[config.mk]
export PLATFORM = sky130hd
export DESIGN_NAME = mmioPeripherals
export DESIGN_NICKNAME = d
export VERILOG_FILES = /design/src/verilog/mmioPkg.sv /design/src/verilog/ledPort.sv /design/src/verilog/hexPort.sv /design/src/verilog/inputPort.sv /design/src/verilog/mmioPeripherals.sv
export SDC_FILE = /design/constraint.sdc
export NUM_CORES = 1
export LEC_CHECK = 0
export BUFFER_PORTS_ARGS = -buffer_cell sky130_fd_sc_hd__buf_4
export CAP_MARGIN = 40
export CORE_UTILIZATION = 45
export DETAILED_ROUTE_END_ITERATION = 8
export PLACE_DENSITY = 0.69
export SETUP_SLACK_MARGIN = 0.1
export SLEW_MARGIN = 25
export SYNTH_ARGS = -nofsm -noshare
export SYNTH_HDL_FRONTEND = slang
export SYNTH_SLANG_ARGS = --single-unit
export TNS_END_PERCENT = 5
[constraint.sdc]
create_clock -name clk -period 3.4 [get_ports clk]
set_input_delay 0.17 -clock clk [delete_from_list [all_inputs] [get_ports clk]]
set_output_delay 0.17 -clock clk [all_outputs]
set_load 0.01 [all_outputs]
[src/verilog/mmioPkg.sv]
package mmioPkg;

  // bus geometry
  // data and address share one width
  localparam int wordBits = 32;

  typedef logic [wordBits-1:0] word_t;

  // device map, top page of the address space
  localparam word_t addrHex = 32'hFFFF_F000;
  localparam word_t addrLedr = 32'hFFFF_F020;
  localparam word_t addrKey = 32'hFFFF_F080;
  localparam word_t addrSw = 32'hFFFF_F090;

  // input ports put their status register one word above the data
  localparam word_t ctrlOffset = 32'd4;

  // LED bank
  localparam int ledBits = 10;

  typedef logic [ledBits-1:0] ledData_t;

  // six digits, one nibble each
  localparam int hexDigits = 6;
  localparam int hexDataBits = hexDigits * 4;
  localparam int segBits = 7;

  // one digit, active low
  // segment a in bit 0 up to segment g in bit 6
  typedef logic [segBits-1:0] seg_t;

  typedef struct packed {
    seg_t digit5;
    seg_t digit4;
    seg_t digit3;
    seg_t digit2;
    seg_t digit1;
    seg_t digit0;
  } hexDisplay_t;

  // push buttons, already inverted so 1 means pressed
  typedef logic [3:0] keyData_t;

  // slide switches
  typedef logic [9:0] switchData_t;

  // one bus access from the master
  // we and re are single-cycle strobes, never both high
  typedef struct packed {
    word_t addr;
    word_t wrData;
    logic we;
    logic re;
  } ioReq_t;

  // status register layout
  // bit 2 is reserved and reads zero
  localparam int statReadyBit = 0;
  localparam int statOverrunBit = 1;
  localparam int statIeBit = 3;

  // about 12 ms of switch bounce at 50 MHz
  localparam int unsigned switchSettleCycles = 600000;

endpackage

[src/verilog/ledPort.sv]
`timescale 1ns/1ps

module ledPort (
  input  logic                clk,
  input  logic                reset,
  input  mmioPkg::ioReq_t     req,
  output mmioPkg::word_t      rdData,
  output mmioPkg::ledData_t   ledr
);

  // single register at addrLedr
  logic ledSel;
  logic ledWrite;

  assign ledSel = (req.addr == mmioPkg::addrLedr);
  assign ledWrite = ledSel && req.we;

  // lamps follow the register directly
  always_ff @(posedge clk or posedge reset) begin
    if (reset) begin
      ledr <= '0;
    end else if (ledWrite) begin
      // upper bus bits are dropped
      ledr <= req.wrData[mmioPkg::ledBits-1:0];
    end
  end

  // readback, zero-extended
  // stays zero when another address is on the bus so the top can OR
  always_comb begin
    rdData = '0;
    if (ledSel) begin
      rdData[mmioPkg::ledBits-1:0] = ledr;
    end
  end

  ledRdIdle: assert property (@(posedge clk) disable iff (reset)
    (req.addr != mmioPkg::addrLedr) |-> (rdData == '0));

endmodule

[src/verilog/hexPort.sv]
`timescale 1ns/1ps

module hexPort (
  input  logic                  clk,
  input  logic                  reset,
  input  mmioPkg::ioReq_t       req,
  output mmioPkg::word_t        rdData,
  output mmioPkg::hexDisplay_t  hex
);

  // one nibble to active-low segments, g..a
  function automatic mmioPkg::seg_t segOf(input logic [3:0] nibble);
    case (nibble)
      4'h0: segOf = 7'h40;
      4'h1: segOf = 7'h79;
      4'h2: segOf = 7'h24;
      4'h3: segOf = 7'h30;
      4'h4: segOf = 7'h19;
      4'h5: segOf = 7'h12;
      4'h6: segOf = 7'h02;
      4'h7: segOf = 7'h78;
      4'h8: segOf = 7'h00;
      4'h9: segOf = 7'h10;
      4'hA: segOf = 7'h08;
      // lower case b and d so they differ from 8 and 0
      4'hB: segOf = 7'h03;
      4'hC: segOf = 7'h46;
      4'hD: segOf = 7'h21;
      4'hE: segOf = 7'h06;
      default: segOf = 7'h0E;
    endcase
  endfunction

  // whole register to six digits, digit0 is the low nibble
  function automatic mmioPkg::hexDisplay_t decodeAll(
    input logic [mmioPkg::hexDataBits-1:0] value
  );
    mmioPkg::hexDisplay_t digits;
    digits.digit0 = segOf(value[3:0]);
    digits.digit1 = segOf(value[7:4]);
    digits.digit2 = segOf(value[11:8]);
    digits.digit3 = segOf(value[15:12]);
    digits.digit4 = segOf(value[19:16]);
    digits.digit5 = segOf(value[23:20]);
    return digits;
  endfunction

  logic hexSel;
  logic hexWrite;
  // value last written by the master
  logic [mmioPkg::hexDataBits-1:0] hexValue;
  mmioPkg::hexDisplay_t decoded;

  assign hexSel = (req.addr == mmioPkg::addrHex);
  assign hexWrite = hexSel && req.we;

  always_ff @(posedge clk or posedge reset) begin
    if (reset) begin
      hexValue <= '0;
    end else if (hexWrite) begin
      hexValue <= req.wrData[mmioPkg::hexDataBits-1:0];
    end
  end

  // decode is combinational from the register
  assign decoded = decodeAll(hexValue);

  // extra stage keeps the decode tree off the pad outputs
  // display lags the register by one cycle
  always_ff @(posedge clk or posedge reset) begin
    if (reset) begin
      hex <= decodeAll('0);
    end else begin
      hex <= decoded;
    end
  end

  // readback of the raw 24 bits
  always_comb begin
    rdData = '0;
    if (hexSel) begin
      rdData[mmioPkg::hexDataBits-1:0] = hexValue;
    end
  end

  // display is the table image of the register one edge earlier
  hexFollowsValue: assert property (@(posedge clk) disable iff (reset)
    hex == decodeAll($past(hexValue)));

endmodule

[src/verilog/inputPort.sv]
`timescale 1ns/1ps

module inputPort #(
  parameter type payloadT = logic,
  parameter mmioPkg::word_t base = '0,
  // zero leaves the input undebounced
  parameter int unsigned settleCycles = 0
) (
  input  logic             clk,
  input  logic             reset,
  input  mmioPkg::ioReq_t  req,
  output mmioPkg::word_t   rdData,
  input  payloadT          raw
);

  localparam int payloadBits = $bits(payloadT);
  // status register address
  localparam mmioPkg::word_t ctrlAddr = base + mmioPkg::ctrlOffset;

  // port data, after the optional settle filter
  payloadT data;
  // data as captured at the previous edge
  payloadT prev;
  logic dataChanged;

  logic dataSel;
  logic ctrlSel;
  logic dataRead;
  logic ctrlWrite;

  // status bits
  logic ready;
  logic overrun;
  logic ie;

  // address decode
  assign dataSel = (req.addr == base);
  assign ctrlSel = (req.addr == ctrlAddr);
  // read side effects only on the strobe
  assign dataRead = dataSel && req.re;
  assign ctrlWrite = ctrlSel && req.we;

  generate
    if (settleCycles == 0) begin : gDirect
      // keys go straight through
      assign data = raw;
    end else begin : gDebounce
      localparam int cntBits = (settleCycles > 1) ? $clog2(settleCycles) : 1;
      localparam logic [cntBits-1:0] lastCount = cntBits'(settleCycles - 1);

      // input one edge ago
      payloadT lastRaw;
      // last value that held long enough
      payloadT stable;
      // consecutive cycles with raw unchanged, saturating
      logic [cntBits-1:0] holdCount;
      logic settled;

      assign settled = (raw == lastRaw) && (holdCount == lastCount);

      always_ff @(posedge clk or posedge reset) begin
        if (reset) begin
          holdCount <= '0;
        end else if (raw != lastRaw) begin
          // any movement restarts the window
          holdCount <= '0;
        end else if (holdCount != lastCount) begin
          holdCount <= holdCount + 1'b1;
        end
      end

      // while in reset the filter tracks the input
      // so the port leaves reset already settled
      always_ff @(posedge clk) begin
        lastRaw <= raw;
        if (reset || settled) begin
          stable <= raw;
        end
      end

      assign data = stable;
    end
  endgenerate

  // change detect against the captured copy
  always_ff @(posedge clk) begin
    prev <= data;
  end

  assign dataChanged = (data != prev);

  always_ff @(posedge clk or posedge reset) begin
    if (reset) begin
      ready <= 1'b0;
      overrun <= 1'b0;
      ie <= 1'b0;
    end else begin
      if (dataChanged) begin
        // unread value lost
        if (ready && !dataRead) begin
          overrun <= 1'b1;
        end else begin
          ready <= 1'b1;
        end
      end else if (dataRead) begin
        ready <= 1'b0;
      end
      // control write wins over a same-cycle overrun
      if (ctrlWrite) begin
        if (!req.wrData[mmioPkg::statOverrunBit]) begin
          overrun <= 1'b0;
        end
        ie <= req.wrData[mmioPkg::statIeBit];
      end
    end
  end

  // data zero-extended, status in its fixed bit slots
  always_comb begin
    rdData = '0;
    if (dataSel) begin
      rdData[payloadBits-1:0] = data;
    end else if (ctrlSel) begin
      rdData[mmioPkg::statReadyBit] = ready;
      rdData[mmioPkg::statOverrunBit] = overrun;
      rdData[mmioPkg::statIeBit] = ie;
    end
  end

  // overrun only ever follows a pending unread value
  overrunNeedsReady: assert property (@(posedge clk) disable iff (reset)
    $rose(overrun) |-> $past(ready));

  inputRdIdle: assert property (@(posedge clk) disable iff (reset)
    !(dataSel || ctrlSel) |-> (rdData == '0));

endmodule

[src/verilog/mmioPeripherals.sv]
`timescale 1ns/1ps

module mmioPeripherals #(
  // switch debounce window in clock cycles
  parameter int unsigned settleCycles = mmioPkg::switchSettleCycles
) (
  input  logic                   clk,
  input  logic                   reset,
  input  mmioPkg::ioReq_t        req,
  output mmioPkg::word_t         rdData,
  // push buttons, low when pressed
  input  logic [3:0]             key,
  input  mmioPkg::switchData_t   sw,
  output mmioPkg::ledData_t      ledr,
  output mmioPkg::hexDisplay_t   hex
);

  // per-port read words, zero when not addressed
  mmioPkg::word_t ledRd;
  mmioPkg::word_t hexRd;
  mmioPkg::word_t keyRd;
  mmioPkg::word_t swRd;

  // buttons as seen by software, 1 means pressed
  mmioPkg::keyData_t keyDown;

  assign keyDown = ~key;

  // LED register
  ledPort u_ledPort (
    .clk    (clk),
    .reset  (reset),
    .req    (req),
    .rdData (ledRd),
    .ledr   (ledr)
  );

  // seven-segment display register
  hexPort u_hexPort (
    .clk    (clk),
    .reset  (reset),
    .req    (req),
    .rdData (hexRd),
    .hex    (hex)
  );

  // keys need no settle filter here
  inputPort #(
    .payloadT     (mmioPkg::keyData_t),
    .base         (mmioPkg::addrKey),
    .settleCycles (0)
  ) u_keyPort (
    .clk    (clk),
    .reset  (reset),
    .req    (req),
    .rdData (keyRd),
    .raw    (keyDown)
  );

  // switches bounce, filter them
  inputPort #(
    .payloadT     (mmioPkg::switchData_t),
    .base         (mmioPkg::addrSw),
    .settleCycles (settleCycles)
  ) u_swPort (
    .clk    (clk),
    .reset  (reset),
    .req    (req),
    .rdData (swRd),
    .raw    (sw)
  );

  // read mux
  // each port already returns zero when unselected
  assign rdData = ledRd | hexRd | keyRd | swRd;

  // address map has no overlap
  // so at most one port may drive the bus
  singleReader: assert property (@(posedge clk) disable iff (reset)
    $onehot0({|ledRd, |hexRd, |keyRd, |swRd}));

endmodule

* Word level (Yosys, flattened, before mapping)
Memories as Yosys holds them, arrays and structs flattened. A register that Yosys moved wholly into a read port is not among the register bits. Cells that the tools add are included. Widths: inputs -> output; s select.
Word-level totals: register bits 94, bits in read-only memories 672, input port bits 82, output and inout port bits 84, word-level logic and storage cells 84, memories 6
Operators by class: $add $sub $neg 1, eq/ne operators 14, mux-type cells 29, bitwise operators 4, reductions and logical operators 17
Memories:
- (name not given) | words 16, bits a word 7, read ports 1, clocked after memory_dff 1, wr ports 0, line hexPort.sv:13 | case (nibble)
- (name not given) | words 16, bits a word 7, read ports 1, clocked after memory_dff 1, wr ports 0, line hexPort.sv:13
- (name not given) | words 16, bits a word 7, read ports 1, clocked after memory_dff 1, wr ports 0, line hexPort.sv:13
- (name not given) | words 16, bits a word 7, read ports 1, clocked after memory_dff 1, wr ports 0, line hexPort.sv:13
- (name not given) | words 16, bits a word 7, read ports 1, clocked after memory_dff 1, wr ports 0, line hexPort.sv:13
- (name not given) | words 16, bits a word 7, read ports 1, clocked after memory_dff 1, wr ports 0, line hexPort.sv:13
Operators by type and width (number):
- $eq 32x32->1 const B | 6
- $mux 20 | 2
- $mux 24 | 1
- $or 10x24->24 | 1
- $or 24x10->24 | 1
- $or 24x4->24 | 1
- $add 20x1->20 const B | 1
- $eq 20x20->1 const B | 1
- $mux 1 | 20
- $ne 10x10->1 | 2
- $ne 20x20->1 const B | 1
- $eq 10x10->1 | 1
- $mux 10 | 1
- $logic_and 1x1->1 | 9
- $mux 2 | 4
- $mux 6 | 1
- $reduce_bool 2->1 | 3
- $ne 2x2->1 const B | 2
- $ne 4x4->1 | 1
- $not 4->4 | 1
- $reduce_and 2->1 | 2
- $logic_not 1->1 | 2
- $logic_or 1x1->1 | 1

* Longest topological paths before layout
Gate-level depths: netlist of the first run.
depth after elaboration 8, depth in mapped cells 6, mapped depth without buffers 6

* By module
From an unflattened synthesis of the first run, not the netlist that was laid out.
Second synthesis, totals: cells, all modules 722, area total of the unflattened synthesis 7962.6 um^2
By module, submodules not included:
- hexPort | times used 1, cells each 333, area each 3842.4 um^2, seq. area each 1659.1 um^2
- inputPort (u_swPort) | times used 1, cells each 214, area each 2426.1 um^2, seq. area each 1276.2 um^2
- ledPort | times used 1, cells each 67, area each 777.0 um^2, seq. area each 250.2 um^2
- inputPort (u_keyPort) | times used 1, cells each 72, area each 661.9 um^2, seq. area each 155.1 um^2
- mmioPeripherals | times used 1, cells each 36, area each 255.2 um^2, seq. area each 0.0 um^2

* Worst setup path before layout of the first run
No wires, ideal clock.
kind input to register, start input reset, end register u_swPort.gDebounce.stable, in the netlist u_swPort.data[0] (enable), library setup time 554 ps, data arrival time 3461 ps, data required time 2846 ps, path slack -615 ps, stages on the path 2, buffers on the path 0, cell sequence inv_1 o21ai_0
Between the ends: cells in the longest elaborated chain, start to end 1
RTL lines:
- from (decl) | line mmioPeripherals.sv:8 | input logic reset,
- $logic_or 1x1->1 | line inputPort.sv:76 | if (reset || settled) begin
- to (signal assigned) | line inputPort.sv:77 | stable <= raw;
- to (decl) | line inputPort.sv:54 | payloadT stable;
Every way passes these cells. A chain may end at the register's enable or synchronous reset.

* Worst setup path after layout of the first run
start input req[43] (netlist name), end output rdData[4]
Between the ends: cells in the longest elaborated chain, start to end 5, elaborated cells on any way between the ends 9, classes of those cells eq/ne: 3; mux: 3; bitwise: 3
RTL lines:
- from (decl) | line mmioPeripherals.sv:9 | input mmioPkg::ioReq_t req,
- $eq 32x32->1 (on tied branches) | line ledPort.sv:15, hexPort.sv:54
- $mux 10 / $mux 24 (equally long branches) | line ledPort.sv:32, hexPort.sv:81
- $or 10x24->24 | line mmioPeripherals.sv:75 | assign rdData = ledRd | hexRd | keyRd | swRd;
- $or 24x4->24 | line mmioPeripherals.sv:75
- $or 24x10->24 * | line mmioPeripherals.sv:75
- to (decl) | line mmioPeripherals.sv:10 | output mmioPkg::word_t rdData,
Mark *: on every way between the ends. The rest lies on a longest branch, timed or not.

==> results of run 1 <==
area by class of cell:
class / count / area (µm²)
Clock buffer: 19 / 433
Clock inverter: 13 / 173
Fill cell: 1154 / 5560
Inverter: 24 / 93.8
Multi-Input combinational cell: 411 / 3200
Sequential cell: 136 / 3340
Tap cell: 184 / 230
Timing Repair Buffer: 192 / 1550
where the power goes:
group          internal, mW  switching [mW]
sequential             1.66          0.0182
clock                  1.16           0.700
combinational         0.111          0.0876
worst max-delay path: stages:
cell	delay (ns)
sky130_fd_sc_hd__buf_4	0.10
sky130_fd_sc_hd__or4_4	0.53
sky130_fd_sc_hd__nor4_4	0.36
sky130_fd_sc_hd__nand2_1	0.53
sky130_fd_sc_hd__nor3_1	0.34
sky130_fd_sc_hd__a221o_1	0.17
sky130_fd_sc_hd__buf_4	0.13
worst paths after layout:
check | from | endpoint | slack [ns]
max in group asynchronous | reset | u_hexPort.hex[13] | 1.96
max | req[43] | rdData[4] | 0.89
min | req[3] | u_ledPort.ledr[1] | 0.03
max reg2reg | u_swPort.gDebounce.holdCount[12] | u_swPort.data[1] | 1.38
min in group asynchronous | reset | u_keyPort.ie | 0.51
min reg2reg | u_swPort.data[7] | u_swPort.prev[7] | 0.43
logic make-up after synthesis:
logic type / after synthesis
and+or+nand+nor: 193
DFF: 136
AOI/OAI and AO/OA: 76
muxes: 58
buffers and inverters: 56
xor gates and xnor gates: 39
adders and majority gates: 37
other: 1
cell usage after synthesis (all sizes together) (8+ instances only):
master	number	area [µm²]
dfrtp	96	2400
nor2	53	199
ha	37	463
mux2	36	477
xor2	29	254
nand2	27	101
dfxtp	24	480
inv	24	90.1
clkbuf	20	75.1
o21ai	19	95.1
nor3	18	90.1
mux2i	17	170
and2	16	103
nand3	16	97.6
nand4	15	93.8
buf	12	91.3
a22o	10	87.6
edfxtp	10	300
xnor2	10	87.6
a21oi	9	45.0
nor4	9	86.3
a221o	8	80.1
nor2b	8	50.1
sequential cells by signal, indices dropped and copies added (netlist names):
name,count
u_swPort.data,10
u_keyPort.ie,1
u_swPort.overrun,1
u_hexPort.hexValue,24
u_hexPort.hex,42
u_swPort.gDebounce.lastRaw,10
u_ledPort.ledr,10
u_swPort.gDebounce.holdCount,20
u_swPort.prev,10
u_keyPort.ready,1
u_keyPort.overrun,1
u_swPort.ie,1
u_keyPort.prev,4
u_swPort.ready,1
per-stage QoR:
stage	area, µm²	std cells	setup WS, ns
CTS	9000	978	0.877
detailed placement	8030	909	0.933
global route	9030	979	0.758
finish	9030	979	0.889
floorplan	6810	603	0.511
global placement	8030	909	0.939
per-layer routing:
| layer | vias to the layer above | part of all wire |
|---|---|---|
| met5 | - | 0 |
| met4 | 0 | 0.014 |
| met3 | 12 | 0.047 |
| met2 | 152 | 0.52 |
| met1 | 2510 | 0.42 |
| li1 | 2467 | - |
==> results.md, run 1 <==
Outcome:
- The run finished with clean final reports.

STA:
- For the final database, setup skew stands at 0.0153 ns.
- The count of endpoints failing hold in the final timing report is 0.
- At the pin with the least slew margin, the transition time is 0.735 ns.
- The minimum clock period is 2.51 ns.
- The hold slack is 0.0266 ns.
- Setup repair after global routing left no endpoint under its margin.
- Setup violations remaining at the end of the flow were counted as 0.
- Adding up every negative setup slack in the final design gives 0 ns.
- The worst relative slew slack is 0.509.
- The final-report max-slew violation count is 0.
- The maximum clock frequency is 398 MHz.
- In the finished design, the share of the clock period the worst path needs comes to 0.738.

Clocking:
- The TritonCTS clock tree is built.
- In this run, post-CTS repair resized a total of 0 instances.
- The clock drives 136 sinks.
- The root buffer cell chosen for the clock tree is sky130_fd_sc_hd__clkbuf_16.
- The clock tree synthesis step divided the H-tree into 4 levels.
- The hold buffer count at CTS is 37.
- The number of buffers inserted to repair setup after CTS is 0.
- The clock-pin slew of the registers on the worst-case setup and hold paths is 0.06 ns.
- The number of clock buffers added by TritonCTS is 17.
- For the worst-skew pair, the clock arrives at the later sink with an insertion delay of 0.42 ns.
- The clock passes through at most 2 buffers.

Logic synthesis:
- The synthesized netlist occupies a cell area of 6780 µm².
- For this run, asynchronously set or reset flops after synthesis account for 0.750.
- Counting every instance in the synthesized netlist gives 596.
- Of the total synthesized cell area, the portion taken by full adders, half adders and majority gates is 0.0683.
- The number of enable flip-flop cells after synthesis is 10.
- Measured against the total synthesized area, the mux share comes to 0.112.
- Dividing the synthesized area by the synthesized cell count gives 11.4 µm².
- Of the total synthesized cell area, the portion taken by AND, OR, NAND and NOR gates is 0.156.
- Of the synthesized area, sequential elements account for 0.493.
- After synthesis, the largest family of logic cells by area is simple AND/OR/NAND/NOR gates.
- The distinct cell type count after synthesis is 61.
- The post-synthesis register bit count is 136.
- Of the total synthesized cell area, the portion taken by XOR and XNOR cells is 0.0504.
- For this run, the number of Yosys warnings is 0.
- The most common flop cell mapped by yosys is sky130_fd_sc_hd__dfrtp_1.
- The post-synthesis compound-gate area fraction is 0.0816.

Finish:
- The number of inserted diodes is 0.
- The layout-stage area growth over the synthesis result is 33.3%.
- Of the cells placed in the final design, the portion with a size suffix greater than 1 is 0.311.
- Once layout is complete, the utilization of the core stands at 0.619.
- The number of nets in the layout is 901.
- Leaving out fill and tap cells, the most frequent cell in the layout is sky130_fd_sc_hd__buf_4.
- The library cells used most frequently in the layout, excluding fill and tap cells, are sky130_fd_sc_hd__buf_4 (154), sky130_fd_sc_hd__dfrtp_1 (96), sky130_fd_sc_hd__nor2_1 (53), sky130_fd_sc_hd__ha_1 (37), sky130_fd_sc_hd__dlygate4sd3_1 (37).

Die:
- The effective utilization at floorplan is 0.464.
- The total number of placement rows is 44.
- The total area inside the core boundary comes to 14600 µm².
- The die is 125 µm tall.
- The total die area is 15600 µm².
- The horizontal die dimension is 125 µm.
- 166 I/O pins were placed.

Global routing:
- The first global-routing pass estimated 25.5 mm of wire.
- The global-route track usage on met1 is 0.262.
- In the global route stage, overall resource usage came out at 0.208.
- The number of global-route vias before repair is 5115.
- The number of antenna violations at the first check in global routing was 0.
- The most used routing layer is met2.
- The leftover overflow at the end of global routing is 0.
- The pin count of the biggest net entering global routing is 62.
- For met2 alone, demand over resource in global routing was 0.344.
- The routing usage on met3 is 0.0507.

Routing:
- After detailed routing, the number of remaining DRC violations is 0.
- The wire length per cell is 15.9 µm.
- The initial DRC count is 310.
- The number of routed nets with antenna violations is 0.
- Before antenna repair, the detailed router went through 4 iterations.
- After detailed routing, the total wire length is 15.6 mm.
- The detailed-route vias per instance is 5.25.
- The overall via count from detail_route is 5141.

Critical path:
- The depth of the worst register-to-register path is 5.
- The required time at the worst-slack endpoint is 3.23 ns.
- The category of the critical setup timing path is in2out.
- The data arrival time of the worst path is 2.34 ns.
- The endpoint kind of the worst setup timing path is an output pin.
- The startpoint class of the critical path is an input port.
- In this run the worst path has a maximum fanout of 16.

Placed design:
- The HPWL after detailed placement is 11.0 mm.
- The routability congestion estimate from global placement is 0.873.
- Input and output buffers added on the ports amount to 149.

Worst hold path:
- The hold path depth is 2.
- In this run the worst hold path is classified as in2reg.

Pwr:
- The leakage power of the design is 4.19 nW.
- Overall power consumption after layout is estimated at 3.74 mW.
- For this design the ratio of total power to cell area is 414 nW/µm².
- The peak supply drop is 350 µV.

Run:
- The max-capacitance violation count is 0.
Note: power is estimated with default switching activity, not from simulation.
==> run 2, diff against run 1 <==
--- a/config.mk
+++ b/config.mk
@@ -9,7 +9,7 @@
 export CAP_MARGIN = 40
 export CORE_UTILIZATION = 45
 export DETAILED_ROUTE_END_ITERATION = 8
-export PLACE_DENSITY = 0.69
+export PLACE_DENSITY = 0.72
 export SETUP_SLACK_MARGIN = 0.1
 export SLEW_MARGIN = 25
 export SYNTH_ARGS = -nofsm -noshare
==> constraint.sdc (replaced) <==
create_clock -name clk -period 2.2 [get_ports clk]
set_input_delay 0.11 -clock clk [delete_from_list [all_inputs] [get_ports clk]]
set_output_delay 0.11 -clock clk [all_outputs]
set_load 0.01 [all_outputs]
==> run 2 against run 1 <==
Effect of this change: global-route usage is 0.28 points higher; wire length grew 1.9%; die area did not move; worst setup slack worse by 0.74 ns; combinational power rose by 54%; non-clock buffer count grew 11; first-iteration DRC count shrank 7.1%; register-to-register slack worse by 1.2 ns; flip-flop and latch count stayed put; critical endpoint is now u_swPort.data[7]; largest cell class unchanged.
==> results.md, run 2 (synthesis results as in run 1) <==
STA:
- The final-report max-slew violation count is 0 (unchanged).
- The minimum clock period is 2.05 ns.
- Of the available clock period, the critical path in the final layout requires 0.930.
- The count of endpoints failing hold in the final timing report is 0 (unchanged).
- The worst relative slew slack is 0.595 (was 0.509).
- The maximum clock frequency is 489 MHz.
- The setup total negative slack is 0 ns (unchanged).
- The hold slack was 0.0482 ns (was 0.0266 ns).
- The setup slack of the critical path after layout came to 0.154 ns (was 0.889 ns).
- The number of setup violations in the final report was 0 (unchanged).
- The transition time at the pin with the least slew margin is 0.601 ns (was 0.735 ns).
- Unrepaired setup endpoints after global routing: yes (was no).
- The final setup skew is 0.00723 ns (was 0.0153 ns).

Routing:
- The overall via count from detail_route is 5236 (was 5141).
- The detailed-route vias per instance is 5.29 (was 5.25).
- The number of routed nets with antenna violations is 0 (unchanged).
- The initial DRC count is 288 (was 310).
- The wire length per cell is 16.0 µm (was 15.9 µm).
- The post-route DRC violation count was 0 (unchanged).
- The detailed-router iteration count before antenna repair was 5 (was 4).
- The total length of routed wires is 15.9 mm (was 15.6 mm).

Critical path:
- The endpoint kind of the worst setup timing path is a register (was output pin).
- Critical-path cell list: nor4b_2, nand4_1, or2_2, o21ai_0, buf_4 (was buf_4, or4_4, nor4_4, nand2_1, nor3_1, a221o_1, buf_4).
- The required time at the worst-slack endpoint is 2.32 ns (was 3.23 ns).
- The slowest cell on the critical path is sky130_fd_sc_hd__dfrtp_1 (was sky130_fd_sc_hd__or4_4).
- The largest fanout of any net on the critical path is 10 (was 16).
- The data arrival time of the worst path is 2.17 ns (was 2.34 ns).
- The worst stage delay on the critical path is 0.45 ns (was 0.53 ns).
- The startpoint class of the critical path was a register (was input port).
- The category of the critical setup timing path is reg2reg (was in2out).

Finish:
- The layout-stage area growth over the synthesis result is 35.3% (was 33.3%).
- The number of flip-flops under the largest register name is 42 (unchanged).
- The number of inserted diodes is 0 (unchanged).
- The commonest non-fill, non-tap cell in the layout is sky130_fd_sc_hd__buf_4 (unchanged).
- The total non-filler cell area in the finished layout is 9160 µm² (was 9030 µm²).
- Most frequent cells in the layout: sky130_fd_sc_hd__buf_4 (160), sky130_fd_sc_hd__dfrtp_1 (96), sky130_fd_sc_hd__nor2_1 (53), sky130_fd_sc_hd__dlygate4sd3_1 (39), sky130_fd_sc_hd__ha_1 (37) (was sky130_fd_sc_hd__buf_4 (154), sky130_fd_sc_hd__dfrtp_1 (96), sky130_fd_sc_hd__nor2_1 (53), sky130_fd_sc_hd__ha_1 (37), sky130_fd_sc_hd__dlygate4sd3_1 (37)).
- The share of post-route cells with drive strength above 1 is 0.318 (was 0.311).
- Regs by FF count: u_hexPort.hex x42, u_hexPort.hexValue x24, u_swPort.gDebounce.holdCount x20 (unchanged).
- The number of nets in the layout is 912 (was 901).
- The register bank with the most flops was u_hexPort.hex (unchanged).
- The final core area utilization is 0.628 (was 0.619).

Clocking:
- The latest clock arrival within the worst-skew pair is 0.42 ns (about the same).
- The number of buffers inserted to repair setup after CTS came to 0 (unchanged).
- The clock tree buffer depth came to 2 (unchanged).
- The number of levels the H-tree was split into came to 4 (unchanged).
- The clock-pin slew of the registers on the worst-case setup and hold paths came to 0.06 ns (about the same).
- The buffer type at the clock tree root is sky130_fd_sc_hd__clkbuf_16 (unchanged).
- The number of buffers created by CTS is 17 (unchanged).
- The TritonCTS clock tree is built (unchanged).
- The number of sinks on the clock net came to 136 (unchanged).

Die:
- The effective utilization at floorplan is 0.464 (unchanged).
- The core outline area was 14600 µm² (unchanged).
- The horizontal die dimension was 125 µm (unchanged).
- The total number of placement rows is 44 (unchanged).
- The I/O pin count is 166 (unchanged).
- The total die area is 15600 µm² (unchanged).
- The vertical extent of the die was 125 µm (unchanged).

Placed design:
- The total half-perimeter wirelength after legalization and detailed placement was 11.3 mm (was 11.0 mm).
- The placed cell area is 8150 µm² (was 8030 µm²).
- The routability congestion estimate from global placement was 0.840 (was 0.873).
- The number of port buffers is 149 (unchanged).
- The setup slack after placement is 0.0485 ns (was 0.933 ns).

Outcome:
- Status: finished, final reports clean (unchanged).

Pwr:
- The leakage power of the design is 4.26 nW (was 4.19 nW).
- The peak supply drop came to 557 µV (was 350 µV).
- The power density relative to cell area is 636 nW/µm² (was 414 nW/µm²).

Global routing:
- The first-pass GRT wire length is 25.8 mm (was 25.5 mm).
- The leftover overflow at the end of global routing is 0 (unchanged).
- The number of antenna violations at the first check in global routing is 0 (unchanged).
- The number of global-route vias before repair came to 5277 (was 5115).
- The pin count of the biggest net entering global routing came to 103 (was 62).
- The overall track demand over capacity in global routing came to 0.211 (was 0.208).

Run:
- The max-capacitance violation count was 0 (unchanged).

Worst hold path:
- The worst min-delay path class was in2reg (unchanged).
## run 2: cell count changes in the layout (fill, tap and decap cells not counted), sizes merged
cell | previous run | this run
buf | 155 | 164
dlygate4sd3 | 37 | 39
bufinv | 3 | 4
clkinvlp | 2 | 4
clkbuf | 19 | 18
clkinv | 8 | 6
## run 2: worst max-delay path: cells and delay by family, from the launching register on
| family | cells | cell delay [ns] |
|---|---|---|
| and+or+nand+nor | 3 | 0.90 |
| DFF | 1 | 0.45 |
| buffers and inverters | 1 | 0.21 |
| AOI/OAI and AO/OA | 1 | 0.19 |
## run 2: routing by layer
| layer | up-vias | wire, µm | GRT usage |
|---|---|---|---|
| met5 | - | 0 | 0 |
| met4 | 0 | 286 | 0.0815 |
| met3 | 24 | 883 | 0.0546 |
| met2 | 190 | 7990 | 0.353 |
| met1 | 2538 | 6690 | 0.258 |
| li1 | 2484 | - | - |
## run 2: power by group
| group | switching (mW) | internal [mW] |
|---|---|---|
| logic | 0.133 | 0.172 |
| registers | 0.0292 | 2.57 |
| clock network | 1.05 | 1.88 |
| total | 1.21 | 4.62 |
## run 2: timing repair
| action | in CTS | in global routing |
|---|---|---|
| gates resized for setup | 1 | 2 |
| pin swaps | 0 | 2 |
| hold buffers | 39 | 0 |
| endpoints found under the setup margin | 11 | 19 |
| hold endpoints to repair | 157 | 0 |
## run 2: cell type report
cell class / count / area, µm²
Multi-Input combinational cell: 411 / 3220
Sequential cell: 136 / 3340
Clock buffer: 18 / 429
Fill cell: 1101 / 5430
Timing Repair Buffer: 203 / 1670
Clock inverter: 14 / 180
Inverter: 24 / 93.8
Tap cell: 184 / 230
## run 2: path summary, 6_finish.rpt
kind | from | end | slack (ns) | cells past startpoint
max in group asynchronous | reset | u_hexPort.hex[27] | 1.34 | 4
worst min-delay path | req[0] | u_swPort.ready | 0.05 | 3
worst max register to register | u_swPort.gDebounce.holdCount[15] | u_swPort.data[7] | 0.15 | 5
min in group asynchronous | reset | u_ledPort.ledr[1] | 0.46 | 4
worst min register to register | u_swPort.data[5] | u_swPort.prev[5] | 0.43 | 0
worst max-delay path | u_swPort.gDebounce.holdCount[15] | u_swPort.data[7] | 0.15 | 5
## run 2: per-stage QoR
| stage | cells | total power, mW |
|---|---|---|
| 2_1_floorplan | 603 | 2.74 |
| 3_3_place_gp | 919 | 2.89 |
| 3_5_place_dp | 919 | 2.90 |
| 4_1_cts | 990 | 5.88 |
| 5_1_grt | 990 | 6.02 |
| 6_report | 990 | 5.83 |
==> run 3, diff against run 2 <==
--- a/config.mk
+++ b/config.mk
@@ -5,11 +5,12 @@
 export SDC_FILE = /design/constraint.sdc
 export NUM_CORES = 1
 export LEC_CHECK = 0
+export ABC_CLOCK_PERIOD_IN_PS = 2200
 export BUFFER_PORTS_ARGS = -buffer_cell sky130_fd_sc_hd__buf_4
 export CAP_MARGIN = 40
 export CORE_UTILIZATION = 45
 export DETAILED_ROUTE_END_ITERATION = 8
-export PLACE_DENSITY = 0.72
+export PLACE_DENSITY = 0.8
 export SETUP_SLACK_MARGIN = 0.1
 export SLEW_MARGIN = 25
 export SYNTH_ARGS = -nofsm -noshare
==> run 3 against run 2 <==
Effect of this change: critical path depth stayed put; worst setup slack better by 0.056 ns; combinational power hardly changed; maximum frequency is 2.8% higher; hold slack better by 0.018 ns; die area stayed put; largest cell class unchanged; cell count is 0.51% higher; final area is 0.79% higher; clock-buffer cell count is 5 higher; non-clock buffer count is 5 higher.
==> results.md, run 3 (synthesis results as in run 1) <==
STA:
- The final-report max-slew violation count came to 0 (unchanged).
- The count of endpoints failing hold in the final timing report is 0 (unchanged).
- The final setup skew is 0.00387 ns (was 0.00723 ns).
- The transition time at the pin with the least slew margin is 0.636 ns (was 0.601 ns).
- The maximum clock frequency is 502 MHz (was 489 MHz).
- The minimum clock period is 1.99 ns (was 2.05 ns).
- Unrepaired setup endpoints after global routing: yes (unchanged).
- The number of setup violations in the final report is 0 (unchanged).
- The final worst-path cycle share was 0.905 (was 0.930).
- The worst relative slew slack is 0.576 (was 0.595).
- The setup total negative slack was 0 ns (unchanged).

Finish:
- Most frequent cells in the layout: sky130_fd_sc_hd__buf_4 (166), sky130_fd_sc_hd__dfrtp_1 (96), sky130_fd_sc_hd__nor2_1 (53), sky130_fd_sc_hd__dlygate4sd3_1 (39), sky130_fd_sc_hd__ha_1 (37) (was sky130_fd_sc_hd__buf_4 (160), sky130_fd_sc_hd__dfrtp_1 (96), sky130_fd_sc_hd__nor2_1 (53), sky130_fd_sc_hd__dlygate4sd3_1 (39), sky130_fd_sc_hd__ha_1 (37)).
- The area taken by multi-input logic gates is 3220 µm² (about the same).
- The layout filler cell count was 1084 (was 1101).
- The layout-stage area growth over the synthesis result is 36.3% (was 35.3%).
- The final core area utilization came to 0.633 (was 0.628).
- The sequential cell area is 3340 µm² (unchanged).
- The share of post-route cells with drive strength above 1 is 0.327 (was 0.318).
- The number of nets in the layout came to 917 (was 912).
- The number of inserted diodes was 0 (unchanged).
- Regs by FF count: u_hexPort.hex x42, u_hexPort.hexValue x24, u_swPort.gDebounce.holdCount x20 (unchanged).
- The commonest non-fill, non-tap cell in the layout is sky130_fd_sc_hd__buf_4 (unchanged).
- The number of flip-flops under the largest register name came to 42 (unchanged).
- The register bank with the most flops is u_hexPort.hex (unchanged).

Pwr:
- The peak supply drop is 561 µV (was 557 µV).
- The power density relative to cell area is 658 nW/µm² (was 636 nW/µm²).
- The leakage power of the design was 4.31 nW (was 4.26 nW).

Clocking:
- The number of sinks on the clock net is 136 (unchanged).
- The number of levels the H-tree was split into was 4 (unchanged).
- The number of buffers created by CTS is 17 (unchanged).
- The buffer type at the clock tree root is sky130_fd_sc_hd__clkbuf_16 (unchanged).
- The latest clock arrival within the worst-skew pair is 0.42 ns (about the same).
- The clock-pin slew of the registers on the worst-case setup and hold paths was 0.06 ns (about the same).
- The clock tree buffer depth came to 2 (unchanged).
- The TritonCTS clock tree is built (unchanged).

Die:
- The effective utilization at floorplan was 0.464 (unchanged).
- The horizontal die dimension came to 125 µm (unchanged).
- The I/O pin count is 166 (unchanged).
- The core outline area was 14600 µm² (unchanged).
- The vertical extent of the die is 125 µm (unchanged).
- The total die area is 15600 µm² (unchanged).
- The total number of placement rows is 44 (unchanged).

Routing:
- The initial DRC count was 234 (was 288).
- The detailed-router iteration count before antenna repair is 5 (unchanged).
- The number of routed nets with antenna violations is 0 (unchanged).
- The total length of routed wires is 16.0 mm (was 15.9 mm).
- The wire length per cell was 16.1 µm (was 16.0 µm).
- The detailed-route vias per instance was 5.23 (was 5.29).
- The overall via count from detail_route is 5199 (was 5236).
- The post-route DRC violation count came to 0 (unchanged).

Critical path:
- The endpoint kind of the worst setup timing path is a register (unchanged).
- The required time at the worst-slack endpoint is 2.33 ns (was 2.32 ns).
- The startpoint class of the critical path is a register (unchanged).
- The data arrival time of the worst path is 2.12 ns (was 2.17 ns).
- Critical-path cell list: nor4b_2, nand4_1, or2_4, o21ai_2, clkdlybuf4s15_2 (was nor4b_2, nand4_1, or2_2, o21ai_0, buf_4).
- The category of the critical setup timing path is reg2reg (unchanged).
- The largest fanout of any net on the critical path is 6 (was 10).
- The slowest cell on the critical path is sky130_fd_sc_hd__dfrtp_1 (unchanged).
- The worst stage delay on the critical path is 0.45 ns (about the same).

Outcome:
- Status: finished, final reports clean (unchanged).

Placed design:
- The routability congestion estimate from global placement is 0.806 (was 0.840).
- The number of port buffers came to 149 (unchanged).
- The total half-perimeter wirelength after legalization and detailed placement is 10.9 mm (was 11.3 mm).

Global routing:
- The pin count of the biggest net entering global routing is 54 (was 103).
- The first-pass GRT wire length came to 25.6 mm (was 25.8 mm).
- The overall track demand over capacity in global routing is 0.210 (was 0.211).
- The number of antenna violations at the first check in global routing is 0 (unchanged).
- The number of global-route vias before repair is 5155 (was 5277).
- The leftover overflow at the end of global routing is 0 (unchanged).

Run:
- The max-capacitance violation count is 0 (unchanged).

Worst hold path:
- The worst min-delay path class is in2reg (unchanged).
==> run 3: where the power goes <==
group / internal (mW) / switching (mW) / leakage (nW) / total [mW]
registers: 2.57 / 0.0306 / 1.67 / 2.60
clock network: 2.09 / 1.08 / 0.326 / 3.17
logic: 0.172 / 0.133 / 2.32 / 0.305
==> run 3: per-stage QoR <==
step	instances	setup WS, ns	hold WS (ns)	power, mW	instance area [µm²]
CTS	993	0.127	0.0441	6.11	9210
finish	995	0.209	0.0665	6.07	9240
global placement	922	0.0261	0.238	2.89	8150
floorplan	603	-0.629	0.138	2.74	6810
detailed placement	922	0.0144	0.241	2.89	8150
global route	995	0.0650	0.0630	6.25	9240
==> run 3: layout make-up <==
| class | instances | share of cell area |
|---|---|---|
| clock buffers | 23 | 0.0550 |
| inverters | 24 | 0.0102 |
| flip-flops and latches | 136 | 0.362 |
| well taps | 184 | 0.0249 |
| clock inverters | 9 | 0.0172 |
| repair buffers | 208 | 0.183 |
| multi-input cells | 411 | 0.348 |
==> run 3: timing repair <==
action                                 in CTS  in global routing
endpoints found under the hold margin     156                  0
setup endpoints to repair                  10                 19
hold buffers                               39                  0
gates cloned                                0                  1
pin swaps                                   0                  2
gates resized for setup                     1                  3
setup buffers                               0                  1
==> run 3: critical path, delay by kind of cell (launching register included) <==
family / cells / cell delay, ns
and+or+nand+nor: 3 / 0.82
AOI/OAI and AO/OA: 1 / 0.15
DFF: 1 / 0.45
buffers and inverters: 1 / 0.28
==> run 3: final timing paths <==
kind / slack (ns) / depth (start not counted) / endpoint / from
setup / recovery: 0.21 / 5 / u_swPort.data[9] / u_swPort.gDebounce.holdCount[15]
hold / removal: 0.07 / 3 / u_swPort.ready / req[0]
setup reg to reg: 0.21 / 5 / u_swPort.data[9] / u_swPort.gDebounce.holdCount[15]
hold reg to reg: 0.43 / 0 / u_swPort.prev[4] / u_swPort.data[4]
max in group asynchronous: 1.19 / 4 / u_hexPort.hexValue[14] / reset
min in group asynchronous: 0.57 / 4 / u_swPort.gDebounce.holdCount[3] / reset
==> run 3: metal layers <==
metal	part of all wire	routed length, µm	vias to the layer above	GRT usage
li1	-	-	2500	-
met1	0.42	6660	2490	0.249
met2	0.50	8010	182	0.356
met3	0.055	881	27	0.0494
met4	0.027	428	0	0.0999
met5	0	0	-	0
